### src/logic/csr_pkg.sv
// ~~~~~~~~~~~~~~~~~~~~~~~~~~~~~~~~~~~~~~~~~~~~~~~~~~~~~~~~~~~~
// csr package
// widths, csr addresses, reset and mask constants and the
// struct types shared by the csr block of the rv32 core
// ~~~~~~~~~~~~~~~~~~~~~~~~~~~~~~~~~~~~~~~~~~~~~~~~~~~~~~~~~~~~

package csr_pkg;

    localparam int XLEN       = 32;
    localparam int CSR_ADDR_W = 12;  // the core never decodes more than 12 bits

    typedef logic [XLEN-1:0]       csr_data_t;
    typedef logic [CSR_ADDR_W-1:0] csr_addr_t;

    // machine mode
    localparam csr_addr_t CSR_MSTATUS   = 12'h300;
    localparam csr_addr_t CSR_MISA      = 12'h301;
    localparam csr_addr_t CSR_MIE       = 12'h304;
    localparam csr_addr_t CSR_MTVEC     = 12'h305;
    localparam csr_addr_t CSR_MSCRATCH  = 12'h340;
    localparam csr_addr_t CSR_MEPC      = 12'h341;
    localparam csr_addr_t CSR_MCAUSE    = 12'h342;
    localparam csr_addr_t CSR_MHARTID   = 12'hF14;
    localparam csr_addr_t CSR_CYCLE     = 12'hC00;
    localparam csr_addr_t CSR_CYCLEH    = 12'hC80;
    // trigger and debug mode
    localparam csr_addr_t CSR_TSELECT   = 12'h7A0;
    localparam csr_addr_t CSR_TDATA1    = 12'h7A1;
    localparam csr_addr_t CSR_TDATA2    = 12'h7A2;
    localparam csr_addr_t CSR_DCSR      = 12'h7B0;
    localparam csr_addr_t CSR_DPC       = 12'h7B1;
    localparam csr_addr_t CSR_DSCRATCH0 = 12'h7B2;
    localparam csr_addr_t CSR_DSCRATCH1 = 12'h7B3;

    localparam csr_data_t MISA_VALUE     = 32'h40001100;  // mxl=1, extensions i and m
    localparam csr_data_t DCSR_RESET     = 32'h40000000;  // xdebugver = 4
    localparam csr_data_t DCSR_EXU_WMASK = 32'h0FFFFE37;  // bits 27:9, 5:4, 2:0

    // hardware breakpoints
    localparam int HW_BP_NUM = 3;
    localparam int TSEL_W    = (HW_BP_NUM > 1) ? $clog2(HW_BP_NUM) : 1;

    // type 2 address match, dmode, action 1 (enter debug), m and u set
    localparam csr_data_t TDATA1_BASE     = 32'h28001048;
    localparam int        TDATA1_EXEC_BIT = 2;

    typedef struct packed {
        logic      we;
        csr_addr_t waddr;
        csr_data_t wdata;
        csr_addr_t raddr;
    } csr_exu_req_t;

    typedef struct packed {
        logic      valid;
        csr_addr_t addr;
        csr_data_t data;
    } csr_excep_wr_t;

    // write after arbitration, one select bit per register
    typedef struct packed {
        csr_data_t data;
        logic      from_exu;
        logic      mtvec;
        logic      mcause;
        logic      mepc;
        logic      mie;
        logic      mstatus;
        logic      mscratch;
        logic      mhartid;
        logic      dpc;
        logic      dcsr;
        logic      dscratch0;
        logic      dscratch1;
        logic      tselect;
        logic      tdata1;
        logic      tdata2;
    } csr_wr_t;

    typedef struct packed {
        csr_data_t   mtvec;
        csr_data_t   mcause;
        csr_data_t   mepc;
        csr_data_t   mie;
        csr_data_t   mstatus;
        csr_data_t   mscratch;
        csr_data_t   mhartid;
        csr_data_t   dpc;
        csr_data_t   dcsr;
        csr_data_t   dscratch0;
        csr_data_t   dscratch1;
        logic [63:0] cycle;
    } csr_state_t;

    typedef struct packed {
        csr_data_t tselect;
        csr_data_t tdata1;
        csr_data_t tdata2;
    } csr_trig_rd_t;

endpackage

### src/logic/csr_machine_regs.sv
// ~~~~~~~~~~~~~~~~~~~~~~~~~~~~~~~~~~~~~~~~~~~~~~~~~~~~~~~~~~~~
// csr machine and debug registers
// holds the machine and debug mode csrs, merges execute
// stage dcsr writes through a field mask and runs the
// 64 bit cycle counter
// ~~~~~~~~~~~~~~~~~~~~~~~~~~~~~~~~~~~~~~~~~~~~~~~~~~~~~~~~~~~~

`timescale 1ns/1ps

module csr_machine_regs (
    input  logic                clk,
    input  logic                rst_n,
    input  csr_pkg::csr_wr_t    wr_i,
    output csr_pkg::csr_state_t state_o
);

    csr_pkg::csr_state_t state_q;
    csr_pkg::csr_data_t  dcsr_next;

    // exu may only touch the writable dcsr fields, exception side writes it whole
    assign dcsr_next = wr_i.from_exu ?
                       ((wr_i.data & csr_pkg::DCSR_EXU_WMASK) |
                        (state_q.dcsr & ~csr_pkg::DCSR_EXU_WMASK)) :
                       wr_i.data;

    always_ff @(posedge clk or negedge rst_n) begin
        if (!rst_n) begin
            state_q.mtvec     <= '0;
            state_q.mcause    <= '0;
            state_q.mepc      <= '0;
            state_q.mie       <= '0;
            state_q.mstatus   <= '0;
            state_q.mscratch  <= '0;
            state_q.mhartid   <= '0;
            state_q.dpc       <= '0;
            state_q.dcsr      <= csr_pkg::DCSR_RESET;
            state_q.dscratch0 <= '0;
            state_q.dscratch1 <= '0;
            state_q.cycle     <= '0;
        end else begin
            state_q.cycle <= state_q.cycle + 64'd1;  // free running out of reset

            if (wr_i.mtvec) begin
                state_q.mtvec <= wr_i.data;
            end
            if (wr_i.mcause) begin
                state_q.mcause <= wr_i.data;
            end
            if (wr_i.mepc) begin
                state_q.mepc <= wr_i.data;
            end
            if (wr_i.mie) begin
                state_q.mie <= wr_i.data;
            end
            if (wr_i.mstatus) begin
                state_q.mstatus <= wr_i.data;
            end
            if (wr_i.mscratch) begin
                state_q.mscratch <= wr_i.data;
            end
            if (wr_i.mhartid) begin
                state_q.mhartid <= wr_i.data;
            end

            // debug mode registers
            if (wr_i.dpc) begin
                state_q.dpc <= wr_i.data;
            end
            if (wr_i.dcsr) begin
                state_q.dcsr <= dcsr_next;
            end
            if (wr_i.dscratch0) begin
                state_q.dscratch0 <= wr_i.data;
            end
            if (wr_i.dscratch1) begin
                state_q.dscratch1 <= wr_i.data;
            end
        end
    end

    assign state_o = state_q;

endmodule

### src/logic/csr_read_mux.sv
// ~~~~~~~~~~~~~~~~~~~~~~~~~~~~~~~~~~~~~~~~~~~~~~~~~~~~~~~~~~~~
// csr read path
// combinational read word for the execute stage, picked by
// csr address, unknown addresses read as zero
// ~~~~~~~~~~~~~~~~~~~~~~~~~~~~~~~~~~~~~~~~~~~~~~~~~~~~~~~~~~~~

`timescale 1ns/1ps

module csr_read_mux (
    input  csr_pkg::csr_addr_t    raddr_i,
    input  csr_pkg::csr_state_t   state_i,
    input  csr_pkg::csr_trig_rd_t trig_rd_i,
    output csr_pkg::csr_data_t    rdata_o
);

    always_comb begin
        case (raddr_i)
            csr_pkg::CSR_CYCLE:     rdata_o = state_i.cycle[31:0];
            csr_pkg::CSR_CYCLEH:    rdata_o = state_i.cycle[63:32];
            csr_pkg::CSR_MISA:      rdata_o = csr_pkg::MISA_VALUE;  // read only constant

            // machine mode
            csr_pkg::CSR_MTVEC:     rdata_o = state_i.mtvec;
            csr_pkg::CSR_MCAUSE:    rdata_o = state_i.mcause;
            csr_pkg::CSR_MEPC:      rdata_o = state_i.mepc;
            csr_pkg::CSR_MIE:       rdata_o = state_i.mie;
            csr_pkg::CSR_MSTATUS:   rdata_o = state_i.mstatus;
            csr_pkg::CSR_MSCRATCH:  rdata_o = state_i.mscratch;
            csr_pkg::CSR_MHARTID:   rdata_o = state_i.mhartid;

            // debug mode
            csr_pkg::CSR_DPC:       rdata_o = state_i.dpc;
            csr_pkg::CSR_DCSR:      rdata_o = state_i.dcsr;
            csr_pkg::CSR_DSCRATCH0: rdata_o = state_i.dscratch0;
            csr_pkg::CSR_DSCRATCH1: rdata_o = state_i.dscratch1;

            // triggers, already resolved for the selected slot
            csr_pkg::CSR_TSELECT:   rdata_o = trig_rd_i.tselect;
            csr_pkg::CSR_TDATA1:    rdata_o = trig_rd_i.tdata1;
            csr_pkg::CSR_TDATA2:    rdata_o = trig_rd_i.tdata2;

            default:                rdata_o = '0;
        endcase
    end

endmodule

### src/logic/csr_trigger_unit.sv
// ~~~~~~~~~~~~~~~~~~~~~~~~~~~~~~~~~~~~~~~~~~~~~~~~~~~~~~~~~~~~
// csr trigger unit
// hardware breakpoint slots behind tselect, tdata1 and
// tdata2, with an exact match against the fetch address
// ~~~~~~~~~~~~~~~~~~~~~~~~~~~~~~~~~~~~~~~~~~~~~~~~~~~~~~~~~~~~

`timescale 1ns/1ps

module csr_trigger_unit (
    input  logic                  clk,
    input  logic                  rst_n,
    input  csr_pkg::csr_wr_t      wr_i,
    input  csr_pkg::csr_data_t    pc_if_i,
    output csr_pkg::csr_trig_rd_t trig_rd_o,
    output logic                  trigger_match_o
);

    typedef logic [csr_pkg::TSEL_W-1:0] tsel_t;

    tsel_t                         tselect_q;
    tsel_t                         tselect_d;
    logic                          bp_en_q   [csr_pkg::HW_BP_NUM];  // execute bit per slot
    csr_pkg::csr_data_t            bp_addr_q [csr_pkg::HW_BP_NUM];
    logic [csr_pkg::HW_BP_NUM-1:0] slot_match;

    // out of range selects clamp to the last slot
    assign tselect_d = (wr_i.data < csr_pkg::csr_data_t'(csr_pkg::HW_BP_NUM)) ?
                       tsel_t'(wr_i.data) : tsel_t'(csr_pkg::HW_BP_NUM - 1);

    always_ff @(posedge clk or negedge rst_n) begin
        if (!rst_n) begin
            tselect_q <= '0;
        end else if (wr_i.tselect) begin
            tselect_q <= tselect_d;
        end
    end

    for (genvar i = 0; i < csr_pkg::HW_BP_NUM; i++) begin : g_slot
        logic slot_sel;

        assign slot_sel = (tselect_q == tsel_t'(i));

        always_ff @(posedge clk or negedge rst_n) begin
            if (!rst_n) begin
                bp_en_q[i]   <= 1'b0;
                bp_addr_q[i] <= '0;
            end else begin
                if (wr_i.tdata1 && slot_sel) begin
                    bp_en_q[i] <= wr_i.data[csr_pkg::TDATA1_EXEC_BIT];
                end
                if (wr_i.tdata2 && slot_sel) begin
                    bp_addr_q[i] <= wr_i.data;
                end
            end
        end

        // instruction address match, taken before execution
        assign slot_match[i] = bp_en_q[i] && (bp_addr_q[i] == pc_if_i);
    end

    assign trigger_match_o = |slot_match;

    always_comb begin
        trig_rd_o.tselect = csr_pkg::csr_data_t'(tselect_q);
        trig_rd_o.tdata1  = csr_pkg::TDATA1_BASE;
        trig_rd_o.tdata1[csr_pkg::TDATA1_EXEC_BIT] = bp_en_q[tselect_q];
        trig_rd_o.tdata2  = bp_addr_q[tselect_q];
    end

endmodule

### src/logic/csr_unit_top.sv
// ~~~~~~~~~~~~~~~~~~~~~~~~~~~~~~~~~~~~~~~~~~~~~~~~~~~~~~~~~~~~
// csr unit top
// control and status registers of the rv32 core: write
// decode, register storage, breakpoint triggers, read path
// ~~~~~~~~~~~~~~~~~~~~~~~~~~~~~~~~~~~~~~~~~~~~~~~~~~~~~~~~~~~~

`timescale 1ns/1ps

module csr_unit_top (
    input  logic                   clk,
    input  logic                   rst_n,
    input  csr_pkg::csr_exu_req_t  exu_req_i,
    input  csr_pkg::csr_excep_wr_t excep_wr_i,
    input  csr_pkg::csr_data_t     pc_if_i,        // fetch address
    output csr_pkg::csr_data_t     exu_rdata_o,
    output logic                   trigger_match_o,
    output csr_pkg::csr_state_t    csr_state_o
);

    csr_pkg::csr_wr_t      wr;
    csr_pkg::csr_state_t   state;
    csr_pkg::csr_trig_rd_t trig_rd;

    csr_write_decode u_write_decode (
        .exu_req_i  (exu_req_i),
        .excep_wr_i (excep_wr_i),
        .wr_o       (wr)
    );

    csr_machine_regs u_machine_regs (
        .clk     (clk),
        .rst_n   (rst_n),
        .wr_i    (wr),
        .state_o (state)
    );

    csr_trigger_unit u_trigger_unit (
        .clk             (clk),
        .rst_n           (rst_n),
        .wr_i            (wr),
        .pc_if_i         (pc_if_i),
        .trig_rd_o       (trig_rd),
        .trigger_match_o (trigger_match_o)
    );

    csr_read_mux u_read_mux (
        .raddr_i   (exu_req_i.raddr),
        .state_i   (state),
        .trig_rd_i (trig_rd),
        .rdata_o   (exu_rdata_o)
    );

    assign csr_state_o = state;

endmodule

### src/logic/csr_write_decode.sv
// ~~~~~~~~~~~~~~~~~~~~~~~~~~~~~~~~~~~~~~~~~~~~~~~~~~~~~~~~~~~~
// csr write decoder
// arbitrates the execute stage and exception writes, then
// turns the winning address into per register selects
// ~~~~~~~~~~~~~~~~~~~~~~~~~~~~~~~~~~~~~~~~~~~~~~~~~~~~~~~~~~~~

`timescale 1ns/1ps

module csr_write_decode (
    input  csr_pkg::csr_exu_req_t  exu_req_i,
    input  csr_pkg::csr_excep_wr_t excep_wr_i,
    output csr_pkg::csr_wr_t       wr_o
);

    logic               wen;       // any source writing
    logic               from_exu;  // execute stage has priority
    csr_pkg::csr_addr_t waddr;

    always_comb begin
        from_exu = exu_req_i.we;
        wen      = exu_req_i.we | excep_wr_i.valid;
        waddr    = from_exu ? exu_req_i.waddr : excep_wr_i.addr;

        wr_o          = '0;
        wr_o.data     = from_exu ? exu_req_i.wdata : excep_wr_i.data;
        wr_o.from_exu = from_exu;

        if (wen) begin
            case (waddr)
                csr_pkg::CSR_MTVEC: begin
                    wr_o.mtvec = 1'b1;
                end
                csr_pkg::CSR_MCAUSE: begin
                    wr_o.mcause = 1'b1;
                end
                csr_pkg::CSR_MEPC: begin
                    wr_o.mepc = 1'b1;
                end
                csr_pkg::CSR_MIE: begin
                    wr_o.mie = 1'b1;
                end
                csr_pkg::CSR_MSTATUS: begin
                    wr_o.mstatus = 1'b1;
                end
                csr_pkg::CSR_MSCRATCH: begin
                    wr_o.mscratch = 1'b1;
                end
                csr_pkg::CSR_MHARTID: begin
                    wr_o.mhartid = 1'b1;
                end
                csr_pkg::CSR_DPC: begin
                    wr_o.dpc = 1'b1;
                end
                csr_pkg::CSR_DCSR: begin
                    wr_o.dcsr = 1'b1;  // masking happens in the storage
                end
                csr_pkg::CSR_DSCRATCH0: begin
                    wr_o.dscratch0 = 1'b1;
                end
                csr_pkg::CSR_DSCRATCH1: begin
                    wr_o.dscratch1 = 1'b1;
                end
                // trigger registers belong to the execute stage only
                csr_pkg::CSR_TSELECT: begin
                    wr_o.tselect = from_exu;
                end
                csr_pkg::CSR_TDATA1: begin
                    wr_o.tdata1 = from_exu;
                end
                csr_pkg::CSR_TDATA2: begin
                    wr_o.tdata2 = from_exu;
                end
                default: begin
                end
            endcase
        end
    end

endmodule

### config.mk
export PLATFORM = sky130hd
export DESIGN_NAME = csr_unit_top
export DESIGN_NICKNAME = d
export VERILOG_FILES = /design/src/logic/csr_pkg.sv /design/src/logic/csr_machine_regs.sv /design/src/logic/csr_read_mux.sv /design/src/logic/csr_trigger_unit.sv /design/src/logic/csr_unit_top.sv /design/src/logic/csr_write_decode.sv
export SDC_FILE = /design/constraint.sdc
export NUM_CORES = 1
export LEC_CHECK = 0
export BUFFER_PORTS_ARGS = -buffer_cell sky130_fd_sc_hd__buf_2
export CAP_MARGIN = 20
export CORE_MARGIN = 8
export CORE_UTILIZATION = 37
export DETAILED_ROUTE_END_ITERATION = 12
export HOLD_SLACK_MARGIN = 0.02
export PLACE_DENSITY_LB_ADDON = 0.12
export SYNTH_ARGS = -nofsm -noshare
export SYNTH_HDL_FRONTEND = slang
export SYNTH_SLANG_ARGS = --single-unit
### constraint.sdc
create_clock -name clk -period 2.5 [get_ports clk]
set_clock_uncertainty 0.05 [all_clocks]
set_input_delay 0.125 -clock clk [delete_from_list [all_inputs] [get_ports clk]]
set_output_delay 0.125 -clock clk [all_outputs]
set_load 0.005 [all_outputs]
# Word level (Yosys, flattened, before mapping)
# Index checks and enable logic that the tools add are counted.
# Widths: inputs -> output; s select.
# word_totals
register_bits	517
output_inout_bits	449
elab_cells	98
# op_classes
add_sub_neg	1
order_cmp	2
n_eq_ne	36
n_mux	26
bitwise	3
reduce_logical	11
# op_table
cell	n
$pmux 32 s17	1
$eq 12x11->1 const B	14
$eq 12x10->1 const B	13
$mux 32	4
$eq 32x32->1	3
$add 64x1->64 const B	1
$bmux 32 s2	1
$eq 12x12->1 const B	4
$lt 32x2->1 const B	1
$or 28x32->32	1
$mux 1	16
$mux 14	1
$mux 12	1
$logic_and 1x1->1	9
$ge 3x3->1 const B	1
$not 2->3	1
$reduce_or 3->1	1
$bmux 1 s2	1
$eq 2x1->1 const B	1
$eq 2x2->1 const B	1
$logic_not 2->1	1
$mux 2	1
$or 1x1->1	1

# Logic depth before layout (Yosys ltp)
# logic_depth
ltp_word	5
mapped_depth	10
depth_no_buf	6

# Cells and area by module
# A second synthesis with hierarchy kept.
# unflattened
hier_cells	2305
area_unflattened_um2	27243.6
# by_module_without_submodules
mod	n_inst	cells_each	area_per_inst_um2	seq_area_each_um2
csr_machine_regs	1	1056	16104.2	10411.2
csr_trigger_unit	1	544	6068.3	2527.4
csr_read_mux	1	614	4281.6	0.0
csr_write_decode	1	91	789.5	0.0

# Worst setup path before layout
# Ideal clock, no wire load.
# synth_path
path_type	register -> register
from	register u_machine_regs.state_q (netlist bit u_machine_regs.state_o[6])
to	register u_machine_regs.state_q (netlist bit u_machine_regs.state_o[48])
arrival_time_ns	1.772
t_required_ns	2.324
slack_ns	0.552
stages_incl_launch_ff	8
path_buffers	2
path_cell_list	dfrtp_1 -> and4_1 -> clkbuf_1 -> nand4_1 -> nor3_4 -> buf_2 -> nand3_1 -> xnor2_1
# synth_via
elab_chain_cells	1
# synth_lines
element	line	rtl
start: declaration	csr_machine_regs.sv:17	csr_pkg::csr_state_t state_q;
$add 64x1->64	csr_machine_regs.sv:41	state_q.cycle <= state_q.cycle + 64'd1;
# No other way between the ends.
# A chain may end at the register's enable or synchronous reset.

# Worst setup path in the final report
# layout_path
from	register u_machine_regs.state_q (netlist bit u_machine_regs.state_o[310])
to	output port exu_rdata_o[22]
# layout_via
elab_chain_cells	1
# layout_lines
element	line	rtl
$pmux 32 s17	csr_read_mux.sv:17	case (raddr_i)
end: declaration	csr_unit_top.sv:15	output csr_pkg::csr_data_t exu_rdata_o,
# No other way between the ends.

==> summary.md <==
| Metric | Value |
|---|---|
| Status | finished with violations |
| Failing checks | setup timing |
| Die ar. | 78500 µm² |
| Critical path startpoint category | register |
| Unrepaired setup endpoints after global routing | yes |
| Via count | 24799 |
| CTS tree | yes |
| Top cell type's share of synthesized area | 50.0% |
| Antenna violations before repair | 10 |
| Largest family of logic cells by synthesized area | multiplexers |
| Core Area | 69500 µm² |
| Psw | 4.87 mW |
| Cell row count | 97 |
| Reg-to-reg slack, setup | 0.28 ns |
| Initial Util | 37.2% |
| Clk_lat worst skew | 0.62 ns |
| Clk buf depth | 3 |
| CP Capture Type | output port |
| RR Endpoint | u_machine_regs.state_o[59] |
| Fraction of layout instances using a drive strength above 1 | 42.6% |
| Antenna-violating nets left | 0 |
| GRT busiest layer | met2 |
| Hold depth | 4 |
| Power Internal | 14.5 mW |
| 1st-pass router iterations | 9 |
| Worst r2r src | u_machine_regs.state_o[12] |
| Post-synth cell types | 72 |
| Worst setup margin | -0.610 ns |
| Yosys warning count | 0 |
| Slew HR | 40.4% |
| Pin count of the biggest net entering global routing | 70 |
| Compound-cell area share of the yosys netlist | 12.5% |
| WP data arrival | 2.94 ns |
| Post-Synth Simple-Gate Area | 12.7% |
| Number of global-route vias before repair | 24421 |
| Die Wd | 280 µm |
| Met1 Use GR | 47.6% |
| Adder-cell share of the synthesized area | 0.0484% |
| TritonCTS buffer count | 59 |
| Synthesized flop and latch total | 517 |
| DP HPWL | 112000 µm |
| Clock-pin slew on the worst setup and hold paths | 0.06 ns |
| Drt initial violations | 3066 |
| Endpoints failing setup | 32 |
| Max-capacitance violation count | 0 |
| Met3 GRT Util | 6.58% |
| Area leader, netlist | dfrtp_1 |
| Fmax | 322 MHz |
| Lkg Pwr | 17.6 nW |
| Global route total overflow | 0 |
| Worst Setup Path Type | reg2out |
| Synth-to-Final Area Change | 36.3% |
| GR Util All Layers | 35.0% |
| Max IR drop VDD | 605 µV |
| Syn nets | 2503 |
| Endpoint of the worst hold path | u_machine_regs.state_o[216] |
| Met2 Use GR | 53.7% |
| Synth Flop Type | dfrtp_1 |
| Slew Viols, Final | 0 |
| # port buffers | 584 |
| Worst R2R Path Depth | 6 |
| Post-synthesis xor/xnor area fraction | 5.36% |
| Nets | 3302 |
| Worst Path Required | 2.33 ns |
| Sw Ratio | 25.2% |
| Root buffer cell | clkbuf_16 |
| IO Count | 585 |
| Fill cells | 6454 |
| Die height | 280 µm |
| HP Start | excep_wr_i[24] |
| Cell Area, Placed | 31300 µm² |
| Synth area leaders | dfrtp_1, mux2_2, o21ai_0 |
| Power share of the combinational group | 8.1% |
| Cell count after synthesis | 2366 |
| Final Hold Viols | 0 |
| Post-Route WL | 142000 µm |
| Worst-Margin Slew | 0.891 ns |
| Sequential share of power | 43.8% |
| Register area share after synthesis | 50.1% |
| Fin crit period | 3.11 ns |
| Post-synthesis mux area share | 16.3% |
| Crit-path max FO | 3 |
| Worst hold-check path type | in2reg |
| Routability Congestion | 1.02 |
| CTS Sinks | 517 |
| Share of async-settable or async-resettable flops after synthesis | 100% |
| Period Utilization, post-route | 124% |
| Routed len/inst | 34.2 µm |
| Syn Std Cell Area | 25800 µm² |
| Mean Syn Cell Area | 10.9 µm² |
| H-tree depth | 2 |
| Cell area after layout | 35200 µm² |
| Clk pwr share | 48.1% |
| Fin util | 50.6% |
| DR vias/cell | 5.96 |
| DRC | 0 |
| Global-route wire length before repair | 197000 µm |
| Post-synth EDFFs | 0 |
| Pwr per Cell Area | 549 nW/µm² |
kinds of logic (layout without fill, tap and decap cells):
kind of cell               count (synthesis)  count (layout)
AOI/OAI and AO/OA                        505             505
buffers and inverters                    163            1009
xor gates and xnor gates                 158             158
other                                      0               7
and+or+nand+nor                          655             655
muxes                                    367             367
adders and majority gates                  1               1
DFF                                      517             517
synth_stat cells, types with 5 or more instances:
cell type and number:
nand2b_1 5, o2111ai_1 7, a211oi_1 6, o21ai_0 247, buf_2 34, nand4_1 46
and4b_1 6, nand3b_1 8, o2bb2ai_1 25, a222oi_1 27, o22ai_1 19, nor2_1 66
buf_6 5, xnor2_1 56, nor2b_1 7, mux4_2 9, nor4_1 35, mux2_1 10
buf_4 22, a221oi_1 21, a2bb2oi_1 11, nand2_1 304, buf_1 7, a21oi_1 40
nor3_1 21, and2_1 9, nor2_2 6, mux2_4 24, dfrtp_1 516, clkbuf_1 88
mux2_2 225, and3_1 19, nand3_1 66, xor2_1 102, mux2i_1 99, inv_1 7
a22o_1 21, a22oi_1 59, and4_1 12, or3_1 6
power groups by stage:
stage	registers [mW]	logic, mW	clock network, mW
after detailed placement	8.62	1.45	0
final	8.47	1.57	9.29
after floorplan	8.60	0.447	0
after CTS	8.46	1.53	9.33
after global placement	8.62	1.43	0
after global routing	8.46	1.63	9.67
worst max-delay path: stages, from the launching register on:
cell and delay (ns):
dfrtp_1 0.42, mux2_4 0.28, a22o_1 0.22, a222oi_1 0.59, o211ai_1 0.27, a211o_1 0.36, buf_2 0.16
worst max-delay path by stage:
stage	to	startpoint
6_report	exu_rdata_o[22]	u_machine_regs.state_o[310]
5_1_grt	exu_rdata_o[22]	u_machine_regs.state_o[310]
4_1_cts	exu_rdata_o[22]	u_machine_regs.state_o[310]
3_5_place_dp	exu_rdata_o[24]	exu_req_i[9]
3_3_place_gp	exu_rdata_o[1]	exu_req_i[0]
2_1_floorplan	u_machine_regs.state_o[48]	u_machine_regs.state_o[6]
sequential cells by signal, indices dropped and copies added (netlist names):
name and count:
u_machine_regs.state_o 416, u_trigger_unit.bp_addr_q 96, u_trigger_unit.bp_en_q 3, u_trigger_unit.tselect_q 2
per-stage QoR:
stage	worst slack (ns)	hold slack, ns	setup TNS, ns	instances	power (mW)
final	-0.610	0.0544	-5.83	4159	19.3
after global routing	-0.611	0.0255	-7.02	4153	19.8
after CTS	-0.546	0.0216	-4.98	4141	19.3
after detailed placement	-0.0880	0.161	-0.340	3960	10.1
after global placement	-0.0342	0.161	-0.112	3960	10.0
after floorplan	0.552	-0.221	0	2366	9.04
cell usage in the layout, fill, tap and decap left out, types with 11 or more instances in the layout:
cell type      Yosys  layout
buf_2             34     574
dfrtp_1          516     513
nand2_1          304     291
o21ai_0          247     232
mux2_2           225     223
buf_4             22     214
xor2_1           102     101
mux2i_1           99      80
nor2_1            66      64
clkbuf_16          0      61
nand3_1           66      56
xnor2_1           56      56
a22oi_1           59      48
nand4_1           46      46
dlygate4sd3_1      0      42
a21oi_1           40      38
buf_12             0      32
a222oi_1          27      27
buf_6              5      27
mux2_4            24      26
nor4_1            35      23
a22o_1            21      20
o2bb2ai_1         25      20
and3_1            19      19
nor3_1            21      18
nor4_2             3      15
clkbuf_1          88      15
o22ai_1           19      14
a22oi_2            1      12
a221oi_1          21      12
clkinv_2           0      12
mux2i_4            0      11
and4_1            12      11
what timing repair did:
item | 4_1_cts | 5_1_grt
hold endpoints to repair | 155 | 0
buffers inserted | 30 | 13
cloned | 1 | 0
pin swaps | 65 | 60
resized for setup | 148 | 82
setup endpoints to repair | 33 | 34
hold buffers | 42 | 0
layer usage:
layer  vias to the layer above  wire length [µm]  share of wire [%]
met5                         -                11             0.0077
met4                         2              7980                5.6
met3                       261             12600                8.8
met2                      1467             63600                 45
met1                     12764             58200                 41
li1                      10305                 -                  -
area by class of cell:
class                   count  area, µm²  share of cell area [%]
clock buffers              85       1710                    4.85
inverters                   7       26.3                  0.0746
well taps                 940       1180                    3.34
diodes                      7       17.5                  0.0498
multi-input cells        1686      13100                    37.2
flip-flops and latches    517      12900                    36.8
clock inverters            23        324                   0.920
repair buffers            894       5920                    16.8
Note: power is estimated with default switching activity, not from simulation.
